**src/rtl/ic_pref_pkg.sv**
```systemverilog
// Next-line instruction prefetcher, shared definitions
// Address widths, line geometry, fetch address views and state encodings

package ic_pref_pkg;

  // --------------------
  // Widths and geometry
  // --------------------
  localparam int VADDR_W    = 32;
  localparam int PADDR_W    = 32;
  localparam int LINE_BYTES = 16;
  localparam int OFFSET_W   = $clog2(LINE_BYTES);
  localparam int LINE_W     = LINE_BYTES * 8;
  localparam int PAGE_OFF_W = 12;  // 4 KB pages

  typedef logic [VADDR_W-1:0] vaddr_t;
  typedef logic [PADDR_W-1:0] paddr_t;
  typedef logic [LINE_W-1:0]  line_data_t;

  // --------------------
  // Fetch address views
  // --------------------
  typedef struct packed {
    logic [VADDR_W-PAGE_OFF_W-1:0] vpn;
    logic [PAGE_OFF_W-1:0]         page_off;
  } page_view_t;

  typedef struct packed {
    logic [VADDR_W-OFFSET_W-1:0] line_no;
    logic [OFFSET_W-1:0]         offset;
  } line_view_t;

  // Same address word, page split or line split
  typedef union packed {
    page_view_t page;
    line_view_t line;
  } fetch_addr_u;

  // Next-line candidate from decode to engine
  typedef struct packed {
    logic   valid;
    vaddr_t vaddr;
    paddr_t paddr;
  } pref_cand_t;

  // --------------------
  // State encodings
  // --------------------
  typedef enum logic [1:0] {
    PrefIdle,
    PrefReq,
    PrefResp,
    PrefDrain  // Response still owed, data discarded
  } pref_state_e;

  typedef enum logic {
    WrIdle,
    WrWait
  } wr_state_e;

endpackage
```
**src/rtl/ic_pref_top.sv**
```systemverilog
// Next-line instruction prefetcher top level
// Decode, prefetch engine and line buffer

`timescale 1ns/1ns

module ic_pref_top #(
  parameter int COLOR_W = 2
) (
  input  logic                            i_clk,
  input  logic                            i_reset_n,
  input  logic                            i_flush_valid,
  input  logic                            i_fence_i,
  // Normal fetch miss to L2
  input  logic                            i_l2_req_fire,
  input  ic_pref_pkg::vaddr_t             i_l2_req_vaddr,
  input  ic_pref_pkg::paddr_t             i_l2_req_paddr,
  // Prefetch request and response
  output logic                            o_pref_req_valid,
  input  logic                            i_pref_req_ready,
  output ic_pref_pkg::paddr_t             o_pref_req_paddr,
  output logic [((COLOR_W > 0) ? COLOR_W : 1)-1:0] o_pref_req_color,
  input  logic                            i_pref_resp_valid,
  input  ic_pref_pkg::line_data_t         i_pref_resp_data,
  // Fetch search
  input  logic                            i_f0_search_valid,
  input  ic_pref_pkg::vaddr_t             i_f0_search_vaddr,
  output logic                            o_f1_hit,
  output ic_pref_pkg::line_data_t         o_f1_data,
  output logic                            o_f1_working_hit,
  // I-cache write
  output logic                            o_ic_wr_valid,
  input  logic                            i_ic_wr_ready,
  output ic_pref_pkg::vaddr_t             o_ic_wr_vaddr,
  output ic_pref_pkg::line_data_t         o_ic_wr_data
);

  import ic_pref_pkg::*;

  pref_cand_t cand;
  logic       fill_valid;
  vaddr_t     fill_vaddr;
  logic       busy_valid;
  vaddr_t     busy_vaddr;

  ic_pref_req_decode ic_pref_req_decode_inst (
    .i_clk          (i_clk),
    .i_reset_n      (i_reset_n),
    .i_flush_valid  (i_flush_valid),
    .i_fence_i      (i_fence_i),
    .i_l2_req_fire  (i_l2_req_fire),
    .i_l2_req_vaddr (i_l2_req_vaddr),
    .i_l2_req_paddr (i_l2_req_paddr),
    .o_cand         (cand)
  );

  ic_pref_engine #(
    .COLOR_W (COLOR_W)
  ) ic_pref_engine_inst (
    .i_clk             (i_clk),
    .i_reset_n         (i_reset_n),
    .i_fence_i         (i_fence_i),
    .i_cand            (cand),
    .i_pref_req_ready  (i_pref_req_ready),
    .i_pref_resp_valid (i_pref_resp_valid),
    .o_pref_req_valid  (o_pref_req_valid),
    .o_pref_req_paddr  (o_pref_req_paddr),
    .o_pref_req_color  (o_pref_req_color),
    .o_fill_valid      (fill_valid),
    .o_fill_vaddr      (fill_vaddr),
    .o_busy_valid      (busy_valid),
    .o_busy_vaddr      (busy_vaddr)
  );

  // Response data goes straight to the buffer
  ic_pref_buffer ic_pref_buffer_inst (
    .i_clk             (i_clk),
    .i_reset_n         (i_reset_n),
    .i_fill_valid      (fill_valid),
    .i_fill_vaddr      (fill_vaddr),
    .i_resp_data       (i_pref_resp_data),
    .i_busy_valid      (busy_valid),
    .i_busy_vaddr      (busy_vaddr),
    .i_f0_search_valid (i_f0_search_valid),
    .i_f0_search_vaddr (i_f0_search_vaddr),
    .i_ic_wr_ready     (i_ic_wr_ready),
    .o_f1_hit          (o_f1_hit),
    .o_f1_data         (o_f1_data),
    .o_f1_working_hit  (o_f1_working_hit),
    .o_ic_wr_valid     (o_ic_wr_valid),
    .o_ic_wr_vaddr     (o_ic_wr_vaddr),
    .o_ic_wr_data      (o_ic_wr_data)
  );

endmodule

```
**src/rtl/ic_pref_buffer.sv**
```systemverilog
// Prefetch line buffer
// Holds one prefetched line, answers f0 searches in f1 and writes hits to the I-cache

`timescale 1ns/1ns

module ic_pref_buffer (
  input  logic                     i_clk,
  input  logic                     i_reset_n,
  input  logic                     i_fill_valid,
  input  ic_pref_pkg::vaddr_t      i_fill_vaddr,
  input  ic_pref_pkg::line_data_t  i_resp_data,
  input  logic                     i_busy_valid,
  input  ic_pref_pkg::vaddr_t      i_busy_vaddr,
  input  logic                     i_f0_search_valid,
  input  ic_pref_pkg::vaddr_t      i_f0_search_vaddr,
  input  logic                     i_ic_wr_ready,
  output logic                     o_f1_hit,
  output ic_pref_pkg::line_data_t  o_f1_data,
  output logic                     o_f1_working_hit,
  output logic                     o_ic_wr_valid,
  output ic_pref_pkg::vaddr_t      o_ic_wr_vaddr,
  output ic_pref_pkg::line_data_t  o_ic_wr_data
);

  import ic_pref_pkg::*;

  logic        r_buf_valid;
  vaddr_t      r_buf_vaddr;
  line_data_t  r_buf_data;

  wr_state_e   r_wr_state;
  vaddr_t      r_wr_vaddr;
  line_data_t  r_wr_data;

  fetch_addr_u w_srch;
  fetch_addr_u w_buf;
  fetch_addr_u w_busy;
  fetch_addr_u w_wr;
  logic        w_buf_hit;
  logic        w_busy_match;
  logic        w_resp_hit;
  logic        w_wr_xfer;

  assign w_srch = i_f0_search_vaddr;
  assign w_buf  = r_buf_vaddr;
  assign w_busy = i_busy_vaddr;
  assign w_wr   = r_wr_vaddr;

  // --------------------
  // Line storage
  // --------------------
  assign w_wr_xfer = o_ic_wr_valid & i_ic_wr_ready;

  always_ff @(posedge i_clk or negedge i_reset_n) begin
    if (!i_reset_n) begin
      r_buf_valid <= 1'b0;
    end else if (i_fill_valid) begin
      r_buf_valid <= 1'b1;
    end else if (w_wr_xfer && (w_buf.line.line_no == w_wr.line.line_no)) begin
      r_buf_valid <= 1'b0;  // Line now lives in the I-cache
    end
  end

  always_ff @(posedge i_clk) begin
    if (i_fill_valid) begin
      r_buf_vaddr <= i_fill_vaddr;
      r_buf_data  <= i_resp_data;
    end
  end

  // --------------------
  // f0 search, f1 result
  // --------------------
  assign w_buf_hit    = i_f0_search_valid & r_buf_valid &
                        (w_srch.line.line_no == w_buf.line.line_no);
  assign w_busy_match = i_f0_search_valid & i_busy_valid &
                        (w_srch.line.line_no == w_busy.line.line_no);
  assign w_resp_hit   = w_busy_match & i_fill_valid;  // Line arrives this cycle

  always_ff @(posedge i_clk or negedge i_reset_n) begin
    if (!i_reset_n) begin
      o_f1_hit         <= 1'b0;
      o_f1_working_hit <= 1'b0;
    end else begin
      o_f1_hit         <= w_buf_hit | w_resp_hit;
      o_f1_working_hit <= w_busy_match & ~i_fill_valid & ~w_buf_hit;
    end
  end

  always_ff @(posedge i_clk) begin
    o_f1_data <= w_resp_hit ? i_resp_data : r_buf_data;
  end

  // --------------------
  // I-cache write back
  // --------------------
  always_ff @(posedge i_clk or negedge i_reset_n) begin
    if (!i_reset_n) begin
      r_wr_state <= WrIdle;
    end else begin
      case (r_wr_state)
        WrIdle: if (w_buf_hit) r_wr_state <= WrWait;
        WrWait: if (i_ic_wr_ready) r_wr_state <= WrIdle;
        default: r_wr_state <= WrIdle;
      endcase
    end
  end

  // Snapshot keeps the write stable across a refill
  always_ff @(posedge i_clk) begin
    if ((r_wr_state == WrIdle) && w_buf_hit) begin
      r_wr_vaddr <= r_buf_vaddr;
      r_wr_data  <= r_buf_data;
    end
  end

  assign o_ic_wr_valid = (r_wr_state == WrWait);
  assign o_ic_wr_vaddr = r_wr_vaddr;
  assign o_ic_wr_data  = r_wr_data;

endmodule

```
**src/rtl/ic_pref_engine.sv**
```systemverilog
// Prefetch engine
// Issues one next-line request to L2 and tracks its response, fence.i drains it

`timescale 1ns/1ns

module ic_pref_engine #(
  parameter int COLOR_W = 2
) (
  input  logic                            i_clk,
  input  logic                            i_reset_n,
  input  logic                            i_fence_i,
  input  ic_pref_pkg::pref_cand_t         i_cand,
  input  logic                            i_pref_req_ready,
  input  logic                            i_pref_resp_valid,
  output logic                            o_pref_req_valid,
  output ic_pref_pkg::paddr_t             o_pref_req_paddr,
  output logic [((COLOR_W > 0) ? COLOR_W : 1)-1:0] o_pref_req_color,
  output logic                            o_fill_valid,
  output ic_pref_pkg::vaddr_t             o_fill_vaddr,
  output logic                            o_busy_valid,
  output ic_pref_pkg::vaddr_t             o_busy_vaddr
);

  import ic_pref_pkg::*;

  pref_state_e r_state;
  vaddr_t      r_vaddr;
  paddr_t      r_paddr;
  logic        r_fence_pend;  // fence.i seen while request waits
  logic        w_req_xfer;
  logic        w_kill;
  fetch_addr_u w_req_addr;

  assign w_req_xfer = o_pref_req_valid & i_pref_req_ready;
  assign w_kill     = i_fence_i | r_fence_pend;

  // --------------------
  // State machine
  // --------------------
  always_ff @(posedge i_clk or negedge i_reset_n) begin
    if (!i_reset_n) begin
      r_state      <= PrefIdle;
      r_fence_pend <= 1'b0;
    end else begin
      case (r_state)
        PrefIdle: begin
          r_fence_pend <= 1'b0;
          if (i_cand.valid) r_state <= PrefReq;
        end
        PrefReq: begin
          // Request is held until L2 takes it, fence.i only redirects the outcome
          if (w_req_xfer) begin
            r_state      <= w_kill ? PrefDrain : PrefResp;
            r_fence_pend <= 1'b0;
          end else if (i_fence_i) begin
            r_fence_pend <= 1'b1;
          end
        end
        PrefResp: begin
          if (i_pref_resp_valid) begin
            r_state <= PrefIdle;
          end else if (i_fence_i) begin
            r_state <= PrefDrain;
          end
        end
        PrefDrain: begin
          if (i_pref_resp_valid) r_state <= PrefIdle;  // Data dropped
        end
        default: r_state <= PrefIdle;
      endcase
    end
  end

  always_ff @(posedge i_clk) begin
    if ((r_state == PrefIdle) && i_cand.valid) begin
      r_vaddr <= i_cand.vaddr;
      r_paddr <= i_cand.paddr;
    end
  end

  // --------------------
  // Outputs
  // --------------------
  assign o_pref_req_valid = (r_state == PrefReq);
  assign o_pref_req_paddr = r_paddr;

  assign w_req_addr = r_vaddr;

  generate
    if (COLOR_W == 0) begin : g_no_color
      assign o_pref_req_color = '0;
    end else begin : g_color
      assign o_pref_req_color = w_req_addr.page.vpn[COLOR_W-1:0];  // vaddr bits from 12 up
    end
  endgenerate

  assign o_busy_valid = (r_state == PrefResp);
  assign o_busy_vaddr = r_vaddr;
  assign o_fill_valid = o_busy_valid & i_pref_resp_valid;
  assign o_fill_vaddr = r_vaddr;

endmodule

```
**src/rtl/ic_pref_req_decode.sv**
```systemverilog
// Prefetch request decode
// Turns an L2 fetch miss into a registered next-line candidate

`timescale 1ns/1ns

module ic_pref_req_decode (
  input  logic                   i_clk,
  input  logic                   i_reset_n,
  input  logic                   i_flush_valid,
  input  logic                   i_fence_i,
  input  logic                   i_l2_req_fire,
  input  ic_pref_pkg::vaddr_t    i_l2_req_vaddr,
  input  ic_pref_pkg::paddr_t    i_l2_req_paddr,
  output ic_pref_pkg::pref_cand_t o_cand
);

  import ic_pref_pkg::*;

  fetch_addr_u w_fire_addr;
  logic        w_cross_page;
  logic        w_take;
  vaddr_t      w_next_vaddr;
  paddr_t      w_next_paddr;

  logic        r_valid;
  vaddr_t      r_vaddr;
  paddr_t      r_paddr;

  assign w_fire_addr = i_l2_req_vaddr;

  // Next line leaves the page when this one is the last of it
  assign w_cross_page = &w_fire_addr.page.page_off[PAGE_OFF_W-1:OFFSET_W];

  assign w_next_vaddr = {w_fire_addr.line.line_no, {OFFSET_W{1'b0}}} + vaddr_t'(LINE_BYTES);
  assign w_next_paddr = {i_l2_req_paddr[PADDR_W-1:OFFSET_W], {OFFSET_W{1'b0}}}
                        + paddr_t'(LINE_BYTES);

  assign w_take = i_l2_req_fire & ~i_flush_valid & ~i_fence_i & ~w_cross_page;

  // One-cycle candidate strobe
  always_ff @(posedge i_clk or negedge i_reset_n) begin
    if (!i_reset_n) begin
      r_valid <= 1'b0;
    end else begin
      r_valid <= w_take;
    end
  end

  always_ff @(posedge i_clk) begin
    if (w_take) begin
      r_vaddr <= w_next_vaddr;
      r_paddr <= w_next_paddr;
    end
  end

  assign o_cand.valid = r_valid;
  assign o_cand.vaddr = r_vaddr;
  assign o_cand.paddr = r_paddr;

endmodule

```
**config.mk**
```make
export PLATFORM = sky130hd
export DESIGN_NAME = ic_pref_top
export DESIGN_NICKNAME = d
export VERILOG_FILES = /design/src/rtl/ic_pref_pkg.sv /design/src/rtl/ic_pref_top.sv /design/src/rtl/ic_pref_buffer.sv /design/src/rtl/ic_pref_engine.sv /design/src/rtl/ic_pref_req_decode.sv
export SDC_FILE = /design/constraint.sdc
export NUM_CORES = 1
export LEC_CHECK = 0
export ABC_AREA = 0
export ABC_CLOCK_PERIOD_IN_PS = 24600
export BUFFER_PORTS_ARGS = -buffer_cell sky130_fd_sc_hd__buf_2
export CAP_MARGIN = 40
export CORE_MARGIN = 2
export CORE_UTILIZATION = 40
export CTS_CLUSTER_SIZE = 24
export DETAILED_ROUTE_END_ITERATION = 8
export PLACE_DENSITY = 0.65
export SETUP_SLACK_MARGIN = 0.02
export SYNTH_ARGS = -nofsm -noshare
export SYNTH_HDL_FRONTEND = slang
export SYNTH_SLANG_ARGS = --single-unit
```
**constraint.sdc**
```tcl
create_clock -name i_clk -period 24.6 [get_ports i_clk]
set_input_delay 2.46 -clock i_clk [delete_from_list [all_inputs] [get_ports i_clk]]
set_output_delay 2.46 -clock i_clk [all_outputs]
set_load 0.02 [all_outputs]
```
* After elaboration in Yosys (flattened, before gate mapping) *
Cells that the tools add are included.

cells by class
  add/subtract/negate cells = 2
  eq/ne operators = 11
  mux-type cells = 16
  bitwise gates (word level) = 21
  reduce and logical (&&, ||, !) cells = 9

operators by type and width
  operator                                                         count
  128-bit two-way mux                                              1
  28-bit == test                                                   3
  32-bit by 5-bit adder with 32-bit output, second input constant  2
  1-bit AND                                                        13
  2-bit two-way mux                                                5
  2-bit case mux with 4 select lines                               1
  8-bit AND reduction                                              1
  1-bit two-way mux                                                7
  2-bit inequality test, second input constant                     3
  3-bit inequality test, second input constant                     2
  1-bit NOT                                                        6
  2-bit == test, second input constant                             2
  1-bit case mux with 2 select lines                               2
  4-bit AND reduction                                              1
  2-bit nonzero test                                               2
  1-bit logical AND                                                3
  2-bit by 1-bit == test with 1-bit output, second input constant  1
  2-bit logical NOT                                                1
  1-bit OR                                                         2
  2-bit AND reduction                                              1

word-level totals
  register bits = 584
  input bits = 233
  output and inout port bits = 326
  word-level logic and storage cells = 75

* Longest topological paths before layout *
Gate-level depths: netlist of run 1.

  depth in word-level cells = 5
  gate-level depth with buffers = 7
  depth with buffers taken out = 6

* Modules after synthesis *
A second synthesis of run 1 with hierarchy kept.

unflattened totals
  cells, all modules = 1,054
  area total of the unflattened synthesis = 20,006.7 um^2

modules (own cells, without submodules)
  module              times used  cells an instance  area each (um^2)  seq. area each (um^2)
  ic_pref_buffer      1           717                14,836.7          12,271.8
  ic_pref_req_decode  1           222                2,831.5           1,706.6
  ic_pref_engine      1           115                2,338.5           1,996.9

* Worst setup path after synthesis of run 1 *
No wires, ideal clock.

  path type = input to register
  start = input port i_f0_search_vaddr[10]
  end = register ic_pref_buffer_inst.r_wr_data[0], in the netlist ic_pref_buffer_inst.o_ic_wr_data[0], enable pin
  setup time = 675 ps
  arrival = 9,612 ps
  data required time = 23,925 ps
  slack = 14,313 ps
  stages = 5
  buffers on the path = 0
  path through = xnor2_1 nand4_1 nor4_1 nand4_1 nor2_1

between the ends
  longest elaborated chain between the ends = 3

RTL lines
  element               RTL line               RTL
  start, declared       ic_pref_top.sv:26      input ic_pref_pkg::vaddr_t i_f0_search_vaddr,
  28-bit == test        ic_pref_buffer.sv:75   (w_srch.line.line_no == w_buf.line.line_no);
  1-bit AND             ic_pref_buffer.sv:74   assign w_buf_hit = i_f0_search_valid & r_buf_valid &
  1-bit logical AND     ic_pref_buffer.sv:111  if ((r_wr_state == WrIdle) && w_buf_hit) begin
  end signal, assigned  ic_pref_buffer.sv:113  r_wr_data <= r_buf_data;
  end, declared         ic_pref_buffer.sv:33   line_data_t r_wr_data;

Every way passes these cells.
A chain may end at the register's enable or synchronous reset.

* Worst setup path in the final report of run 1 *
  start = input port i_f0_search_vaddr[15]
  end = register ic_pref_buffer_inst.r_wr_data[101], in the netlist ic_pref_buffer_inst.o_ic_wr_data[101], enable pin

Same word-level chain as after synthesis.

==> results.md, run 1 <==
Outcome:
- The run finished with clean final reports.

Layout:
- The layout cell share with drive strength beyond 1 is 47.2%.
- In the final layout, the multi-input gates occupy 3500 sq um.
- The count of filler cells inserted in the layout is 3961.
- The number of non-filler instances in the completed layout is 2245.
- For this run, the post-layout net count is 1814.
- Compared with the post-synthesis result, the final layout area differs by 26.3%.
- The area occupied by registers is 15500 sq um.

Timing:
- The pin slew with the least headroom to its limit is 0.867 ns.
- The sum of negative setup slack is 0 ns.
- Static timing analysis puts the maximum clock frequency at 196 MHz.
- Setup repair after global routing left no endpoint under its margin.
- The setup violation total in the final timing report is 0.
- The number of slew-limit violations in the final report was 0.
- The worst path setup slack after routing is 19.51 ns.
- The worst clock skew is 0.0113 ns.
- The relative slew slack is 42.2%.
- The count of final hold-check violations came to 0.
- Of the available clock period, the critical path in the final layout requires 20.7%.
- The final critical path time including I/O delays and setup is 5.09 ns.

Placed design:
- At the placement stage, the worst setup path has a slack of 18.89 ns.
- At the end of routability-driven placement, the weighted congestion stood at 0.846.
- The post-placement cell count is 2136.
- In this run the tool buffered the top-level ports with 538 buffer cells.
- The post-DP HPWL is 34600 um.

CTS:
- The number of buffers created by CTS is 56.
- Buffers added to address setup during post-CTS repair amount to 0.
- The clock input transition at the sequential cells of the worst setup and hold paths is 0.06 ns.
- The clock passes through at most 3 buffers.
- The number of levels in the clock H-tree is 2.
- In this run, post-CTS hold repair placed 0 buffers.
- The tree is rooted in a sky130_fd_sc_hd__clkbuf_16.
- The post-cts gate resize count is 0.
- The number of clock sinks seen by CTS is 560.
- At the later pin of the worst-skew pair, clock insertion delay measures 0.59 ns.
- The TritonCTS clock tree is done.

Floorplan:
- The initial utilization of the core area, before any placement, comes to 40.5%.
- In this run the horizontal extent of the chip is 224 um.
- The initialized floorplan defines 80 standard-cell rows.
- The die covers 50100 sq um.
- The die is 224 um tall.
- The total I/O pin count is 559.
- The core region is 47700 sq um.

Synth:
- After synthesis, the share of flip-flops with an asynchronous set or reset is 1.43%.
- The biggest area contributor in the post-synthesis netlist is sky130_fd_sc_hd__edfxtp_1.
- Measured against the total synthesized area, the mux share comes to 7.71%.
- Yosys attributes the largest share of cell area to sky130_fd_sc_hd__edfxtp_1 66%, sky130_fd_sc_hd__dfxtp_1 13%, sky130_fd_sc_hd__mux2_2 6.9%, sky130_fd_sc_hd__xnor2_1 4.4%, sky130_fd_sc_hd__xor2_1 1.8%.
- The number of warnings printed during yosys synthesis is 0.
- In the synthesized netlist the dominant register cell turns out to be sky130_fd_sc_hd__edfxtp_1.
- The synthesized design contains 424 enable-type register cells.
- After Yosys synthesis, XOR and XNOR cells account for 6.16% of the synthesized area.
- For this run, the register share of the synthesized area comes to 80.2%.
- Counting distinct cell types in the post-synthesis netlist gives 38.
- After synthesis the cells add up to 19300 sq um.
- A synthesized cell averages 19.5 sq um.
- The compound-cell area share of the yosys netlist is 0.246%.
- In this run, synthesis produced a sequential element count of 560.
- By area, the combinational part of the netlist is dominated by multiplexers.
- The cell count after synthesis is 991.
- The synthesized netlist devotes 0.130% of its cell area to adder and majority cells.
- After Yosys synthesis, and, or, nand and nor cells account for 3.67% of the synthesized area.
- In this run the biggest area consumer among cell types represents 65.9% of the synthesized area.

Pwr:
- The share of total power dissipated in sequential elements is 53.2%.
- Per report_power, the combinational group accounts for 8.2% of the total.
- The total power density per cell area is 87.0 nW/um^2.
- The clock network accounts for 38.6% of the total power.
- The design draws 0.00212 W.
- For this design the static power due to leakage is 9.24 nW.
- For this design the total switching power over the nets is 0.000489 W.
- The switching power share of the total is 23.0%.
- The worst-case IR drop observed on VDD is 77.8 uV.
- The internal power summed over all cells is 0.00164 W.

Setup path:
- The type of destination of the critical path is a register.
- Data on the critical path is required at its endpoint by 24.82 ns.
- STA classifies the critical path startpoint as an input port.
- The setup check on the worst reg-to-reg path leaves a slack of 21.05 ns.
- Traced cell by cell, the critical path runs through buf_2 -> xnor2_1 -> nand4_1 -> nor4_1 -> nand4_1 -> nor2_4 -> buf_4 -> buf_4.
- The slowest stage of the critical path belongs to the cell sky130_fd_sc_hd__buf_4.
- The startpoint-to-endpoint class of the critical path is input port to register.
- The delay of the slowest cell on the worst path is 0.77 ns.
- In this run the worst path has a maximum fanout of 60.
- The arrival time at the worst endpoint is 5.30 ns.

Global route:
- The number of antenna violations at the first check in global routing is 12.
- The number of global-route vias before repair was 10.7k.
- Global routing consumed, over all layers together, 18.0% of the routing resources.
- The pin count of the biggest net entering global routing is 61.
- The remaining global-route overflow is 0.
- The wire length of the first global-routing pass is 67100 um.

Run:
- The reported max-cap violation count is 0.

Drt:
- The residual antenna-violating net count after detailed routing is 0.
- The total via count after detailed routing is 10.7k.
- The average vias per placed instance is 4.77.
- The first detailed-routing pass ran for 4 iterations.
- After detailed routing, the average wire length per cell comes to 20.9 um.
- For this block, the initial DRC count from the detailed router was 573.
- The post-detailed-route DRC marker count is 0.
- The final layout contains routed wiring with a total length of 46900 um.

Worst hold path:
- The tightest min-delay check is of the register to register type.
==> power groups by stage <==
stage	logic [W]	registers, W	clock network, W
finish	0.000175	0.00113	0.000820
detailed placement	0.000176	0.00115	0
floorplan	0.0000649	0.00118	0
global route	0.000187	0.00114	0.000875
global placement	0.000172	0.00115	0
CTS	0.000177	0.00113	0.000843
==> per-layer routing <==
metal  GRT usage [%]  part of all wire (%)
met2            30.6                    50
met3            6.48                   8.7
met5               0                  0.22
met1            20.6                    38
met4            7.74                   3.4
==> path summary, 6_finish.rpt <==
check / start / endpoint / depth (start not counted)
max in group asynchronous: i_reset_n / ic_pref_req_decode_inst.r_valid / 1
max: i_f0_search_vaddr[15] / ic_pref_buffer_inst.o_ic_wr_data[101] / 8
min: ic_pref_req_decode_inst.r_paddr[24] / ic_pref_engine_inst.o_pref_req_paddr[24] / 0
min in group asynchronous: i_reset_n / ic_pref_buffer_inst.r_buf_valid / 1
min reg2reg: ic_pref_req_decode_inst.r_paddr[24] / ic_pref_engine_inst.o_pref_req_paddr[24] / 0
max reg2reg: ic_pref_buffer_inst.r_buf_vaddr[15] / ic_pref_buffer_inst.o_ic_wr_data[101] / 7
==> critical path: cells and delay by family <==
family / cells / cell delay (ns)
xor gates and xnor gates: 1 / 0.26
and+or+nand+nor: 4 / 1.04
buffers and inverters: 3 / 1.40
==> flip-flops by register name, indices dropped and copies added (netlist names) <==
register / flops
ic_pref_buffer_inst.o_f1_data: 128
ic_pref_buffer_inst.o_f1_hit: 1
ic_pref_buffer_inst.o_f1_working_hit: 1
ic_pref_buffer_inst.o_ic_wr_data: 128
ic_pref_buffer_inst.o_ic_wr_vaddr: 28
ic_pref_buffer_inst.o_ic_wr_valid: 1
ic_pref_buffer_inst.r_buf_data: 128
ic_pref_buffer_inst.r_buf_vaddr: 28
ic_pref_buffer_inst.r_buf_valid: 1
ic_pref_engine_inst.o_busy_vaddr: 28
ic_pref_engine_inst.o_pref_req_paddr: 28
ic_pref_engine_inst.r_fence_pend: 1
ic_pref_engine_inst.r_state: 2
ic_pref_req_decode_inst.r_paddr: 28
ic_pref_req_decode_inst.r_vaddr: 28
ic_pref_req_decode_inst.r_valid: 1
==> synthesized netlist by cell type, types with 10 or more instances <==
| cell type | number |
|---|---|
| sky130_fd_sc_hd__edfxtp_1 | 424 |
| sky130_fd_sc_hd__dfxtp_1 | 128 |
| sky130_fd_sc_hd__mux2_2 | 118 |
| sky130_fd_sc_hd__xnor2_1 | 96 |
| sky130_fd_sc_hd__xor2_1 | 40 |
| sky130_fd_sc_hd__nand4_1 | 32 |
| sky130_fd_sc_hd__nand3_1 | 22 |
| sky130_fd_sc_hd__nand2_1 | 18 |
| sky130_fd_sc_hd__and3_1 | 13 |
| sky130_fd_sc_hd__buf_12 | 11 |
| sky130_fd_sc_hd__buf_4 | 10 |
| sky130_fd_sc_hd__mux2_4 | 10 |
==> placed cells by master, fill, tap and decap left out, drive strengths merged <==
cell	count
a21oi	2
and2	2
and3	13
and4	5
buf	549
bufinv	3
clkbuf	80
clkinv	16
clkinvlp	3
conb	8
dfrtp	8
dfxtp	128
diode	3
edfxtp	424
ha	2
inv	11
mux2	128
mux2i	1
nand2	18
nand2b	1
nand3	22
nand4	32
nand4bb	1
nor2	9
nor2b	2
nor3	5
nor3b	2
nor4	10
o211ai	1
o21ai	1
o2bb2ai	1
o31ai	1
o41ai	1
or3	1
xnor2	96
xor2	40
==> final cells by class <==
class	count	share of cell area [%]
multi-input cells	405	14.4
well taps	615	3.15
clock inverters	26	0.953
repair buffers	549	11.6
flip-flops and latches	560	63.5
inverters	7	0.128
clock buffers	80	6.32
diodes	3	0.0308
==> stage by stage <==
| step | util, % | hold WS [ns] | cell area (sq um) |
|---|---|---|---|
| finish | 51.1 | 0.415 | 24400 |
| global route | 51.1 | 0.422 | 24400 |
| CTS | 51.1 | 0.418 | 24400 |
| detailed placement | 47.4 | 0.405 | 22600 |
| global placement | 47.2 | 0.401 | 22600 |
| floorplan | - | 0.400 | 19300 |
==> kinds of logic (layout without fill, tap and decap cells) <==
logic type	Yosys count	in the layout
adder cells (fa/ha/maj)	2	2
flip-flops	560	560
other	1	11
buffers and inverters	33	662
AO/OA/AOI/OAI	7	7
multiplexers	129	129
AND/OR/NAND/NOR	123	123
XOR/XNOR	136	136
No activity file was read; power rests on OpenSTA's default activity.
==> run 2: changes to the inputs <==
ABC_AREA = 1   (was 0)
ABC_CLOCK_PERIOD_IN_PS = 4640   (was 24600)
PLACE_DENSITY = 0.67   (was 0.65)
clock period = 4.64 ns   (was 24.6 ns; I/O delays follow)
==> run 2 against run 1 <==
Effect of this change: non-clock buffer count up 3; die area up 5.8%; via count up 30%; largest cell class unchanged.
==> results.md, run 2 <==
Global route:
- The met3 global-route usage is 6.11% (-0.37 points).
- The number of antenna violations at the first check in global routing came to 10 (-2).
- The pin count of the biggest net entering global routing is 179 (+190%).
- The remaining global-route overflow is 0 (unchanged).
- The number of global-route vias before repair is 13.9k (+29%).
- met2 is the most crowded layer.
- The global-route usage over all layers was 20.2% (+2.2 points).
- The wire length of the first global-routing pass is 81100 um (+21%).
- The met2 layer usage reported by global route is 33.6% (+3.0 points).
- The met1 routing resource usage after global routing was 24.5% (+4.0 points).

Timing:
- The relative slew slack came to 27.4% (-15 points).
- The pin slew with the least headroom to its limit is 1.09 ns (+0.223 ns).
- Setup repair after global routing left no endpoint under its margin.
- The setup violation total in the final timing report is 0 (unchanged).
- The worst clock skew is 0.0233 ns (+0.0120 ns).
- The sum of negative setup slack is 0 ns (unchanged).
- The number of slew-limit violations in the final report is 0 (unchanged).
- The worst path setup slack after routing is 1.73 ns (-17.78 ns).
- The count of final hold-check violations came to 0 (unchanged).
- The final cycle utilization of the critical path is 62.6%.
- The final critical path time including I/O delays and setup is 2.91 ns.
- Derived from the worst setup path, the maximum achievable clock frequency is 344 MHz.

CTS:
- The number of buffers created by CTS was 57 (+1.8%).
- The maximum root-to-sink buffer count was 3 (unchanged).
- The clock input transition at the sequential cells of the worst setup and hold paths came to 0.06 ns (about the same).
- The post-cts gate resize count was 0 (unchanged).
- The cell sitting at the root of the clock tree is a sky130_fd_sc_hd__clkbuf_16.
- The number of levels in the clock H-tree was 2 (unchanged).
- The number of clock sinks seen by CTS came to 560 (unchanged).
- The clock insertion delay at the later pin of the skew report is 0.61 ns (+0.02 ns).
- The TritonCTS clock tree is done.

Setup path:
- The arrival time at the worst endpoint is 3.15 ns (-2.15 ns).
- The highest net fanout along the worst path came to 68 (+13%).
- Among all stages on the critical path, the largest delay is contributed by sky130_fd_sc_hd__nor2_4.
- Among cell families on the critical path, the largest total delay comes from simple AND/OR/NAND/NOR gates.
- The critical path goes through xnor2_1 -> nand4_1 -> nor2_1 -> nand2_1 -> nor2_1 -> inv_1 -> nor2_4 -> buf_12.
- The most frequent cell on the critical path is sky130_fd_sc_hd__nor2_1.
- The delay of the slowest cell on the worst path is 0.60 ns (-0.17 ns).
- The buffer and inverter count on the worst path came to 2 (-1).
- The type of destination of the critical path is a register.
- The startpoint-to-endpoint class of the critical path is register to register.
- The worst setup path is launched from a register.
- The required time reported for the critical path endpoint was 4.89 ns (-19.93 ns).

Drt:
- The total via count after detailed routing is 13.9k (+30%).
- The residual antenna-violating net count after detailed routing came to 0 (unchanged).
- The detailed-route wire length per cell came to 18.5 um (-11%).
- The number of optimization iterations in the first detailed-route pass was 5 (+1).
- The post-detailed-route DRC marker count is 0 (unchanged).
- The routed wire length is 54400 um (+16%).
- The DRC marker count from the first detailed-route iteration is 1061 (+85%).
- The average vias per placed instance is 4.73 (-0.89%).

Placed design:
- The post-DP HPWL is 40000 um (+16%).
- The number of buffers added on ports is 538 (unchanged).
- The post-placement cell count came to 2828 (+32%).
- The last weighted congestion value of the routability-driven placer came to 0.927 (+9.6%).
- The placement-stage worst setup slack came to 1.60 ns (-17.29 ns).

Synth:
- The average footprint of a synthesized cell was 12.4 sq um (-36%).
- The number of synthesized register bits came to 560 (unchanged).
- The number of warnings printed during yosys synthesis came to 0 (unchanged).
- The number of synthesized flops with an enable pin is 424 (unchanged).
- After synthesis, the most frequently instantiated cells are 506 x sky130_fd_sc_hd__nand2_1, 424 x sky130_fd_sc_hd__edfxtp_1, 160 x sky130_fd_sc_hd__nand3_1, 128 x sky130_fd_sc_hd__dfxtp_1, 124 x sky130_fd_sc_hd__inv_1.
- The sequential fraction of the synthesis area was 75.7% (-4.5 points).
- The cell area after synthesis is 20500 sq um (+6.0%).
- The area share of the leading cell type in the synthesized netlist is 62.2% (-3.7 points).
- Of all cell types, the one taking the most synthesized area is sky130_fd_sc_hd__edfxtp_1.
- The most common cell in the synthesized netlist is sky130_fd_sc_hd__nand2_1.
- By area the synthesized netlist is led by sky130_fd_sc_hd__edfxtp_1 62%, sky130_fd_sc_hd__dfxtp_1 13%, sky130_fd_sc_hd__nand2_1 9.3%, sky130_fd_sc_hd__nand3_1 3.9%, sky130_fd_sc_hd__inv_1 2.3%.
- The proportion of register bits with asynchronous set or reset after synthesis is 1.43% (unchanged).
- Among all flip-flop cells after synthesis, the most frequent one is sky130_fd_sc_hd__edfxtp_1.
- The number of library cell types mapped by synthesis is 30 (-21%).
- The cell count after synthesis is 1650 (+66%).

Pwr:
- The internal power summed over all cells is 0.00859 W (+430%).
- The total power density per cell area came to 439 nW/um^2 (+400%).
- The clock network power share was 39.3% (+0.7 points).
- The fraction of power consumed by sequential logic was 52.2% (-1.0 points).
- The net switching power of the design came to 0.00275 W (+460%).
- The maximum ir drop on the vdd rail is 260 uV (+230%).
- The leakage power total is 11.0 nW (+19%).
- The switching power share of the total is 24.3% (+1.2 points).
- The power share of the combinational group is 8.5% (+0.3 points).

Floorplan:
- The number of placement rows is 82 (+2.5%).
- The area of the die is 53000 sq um (+5.8%).
- The core footprint is 50400 sq um (+5.5%).
- The die height is 230 um (+2.9%).
- The horizontal die dimension came to 230 um (+2.9%).
- The starting density of the core is 40.6% (+0.17 points).
- The total I/O pin count came to 559 (unchanged).

Worst hold path:
- The tightest min-delay check is of the input port to register type.

Layout:
- The final core utilization came to 51.2% (+0.095 points).
- The layout cell share with drive strength beyond 1 was 28.7% (-19 points).
- The number of non-filler instances in the completed layout is 2942 (+31%).
- The number of nets in the finished design is 2451 (+35%).
- In the layout the commonest cells are 538 x sky130_fd_sc_hd__buf_2, 506 x sky130_fd_sc_hd__nand2_1, 424 x sky130_fd_sc_hd__edfxtp_1.
- The most frequent standard cell in the layout excluding fill and tap cells is sky130_fd_sc_hd__buf_2.
- The area growth from synthesis to layout is 26.0%.
- The count of filler cells inserted in the layout is 4395 (+11%).

Outcome:
- The run finished with clean final reports.

Run:
- The reported max-cap violation count is 0 (unchanged).
-- run 2: logic make-up after synthesis --
kind of cell	after synthesis	share of synthesized area [%]
buffers and inverters	179	3.98
AND/OR/NAND/NOR	809	16.3
other	1	0.0183
AO/OA/AOI/OAI	20	0.526
flip-flops	560	75.7
adder cells (fa/ha/maj)	2	0.122
XOR/XNOR	79	3.38
-- run 2: routing by layer --
layer / part of all wire, % / vias up
met1: 39 / 6537
met2: 49 / 588
met5: 0.097 / -
met4: 3.5 / 8
met3: 8.5 / 111
li1: - / 6664
-- run 2: metrics by stage --
step | power [W] | hold WS [ns] | instance area (sq um)
after floorplan | 0.00654 | 0.168 | 20500
after global placement | 0.00694 | 0.359 | 23900
after detailed placement | 0.00699 | 0.362 | 23900
after CTS | 0.0114 | 0.00111 | 25800
after global routing | 0.0118 | 0.0104 | 25800
final | 0.0113 | 0.0403 | 25800
-- run 2: power by group through the flow --
stage	registers [W]	logic, W	clock network, W
floorplan	0.00613	0.000417	0
global placement	0.00600	0.000943	0
detailed placement	0.00602	0.000967	0
CTS	0.00592	0.000971	0.00454
global route	0.00595	0.00106	0.00475
finish	0.00592	0.000964	0.00446
-- run 2: repair_timing --
| action | 4_1_cts | 5_1_grt |
|---|---|---|
| hold buffers | 1 | 0 |
| buffers inserted | 0 | 0 |
| endpoints found under the hold margin | 8 | 0 |
-- run 2: final cells by class --
cell class / instances / area (sq um) / share of cell area, %
Sequential cell: 560 / 15500 / 60.0
Multi-Input combinational cell: 918 / 4250 / 16.5
Timing Repair Buffer: 552 / 2870 / 11.1
Clock buffer: 80 / 1590 / 6.17
Tap cell: 672 / 841 / 3.26
Inverter: 127 / 477 / 1.85
Clock inverter: 28 / 268 / 1.04
Antenna cell: 5 / 12.5 / 0.0485
-- run 2: worst paths after layout --
check	startpoint	end	slack, ns	cells past startpoint
max	ic_pref_buffer_inst.r_buf_vaddr[26]	ic_pref_buffer_inst.o_ic_wr_data[70]	1.73	8
min	i_pref_resp_data[46]	ic_pref_buffer_inst.r_buf_data[46]	0.04	1
max reg2reg	ic_pref_buffer_inst.r_buf_vaddr[26]	ic_pref_buffer_inst.o_ic_wr_data[70]	1.73	8
min reg2reg	ic_pref_req_decode_inst.r_paddr[16]	ic_pref_engine_inst.o_pref_req_paddr[16]	0.41	0
max in group asynchronous	i_reset_n	ic_pref_buffer_inst.r_buf_valid	4.09	2
min in group asynchronous	i_reset_n	ic_pref_engine_inst.r_fence_pend	0.29	2
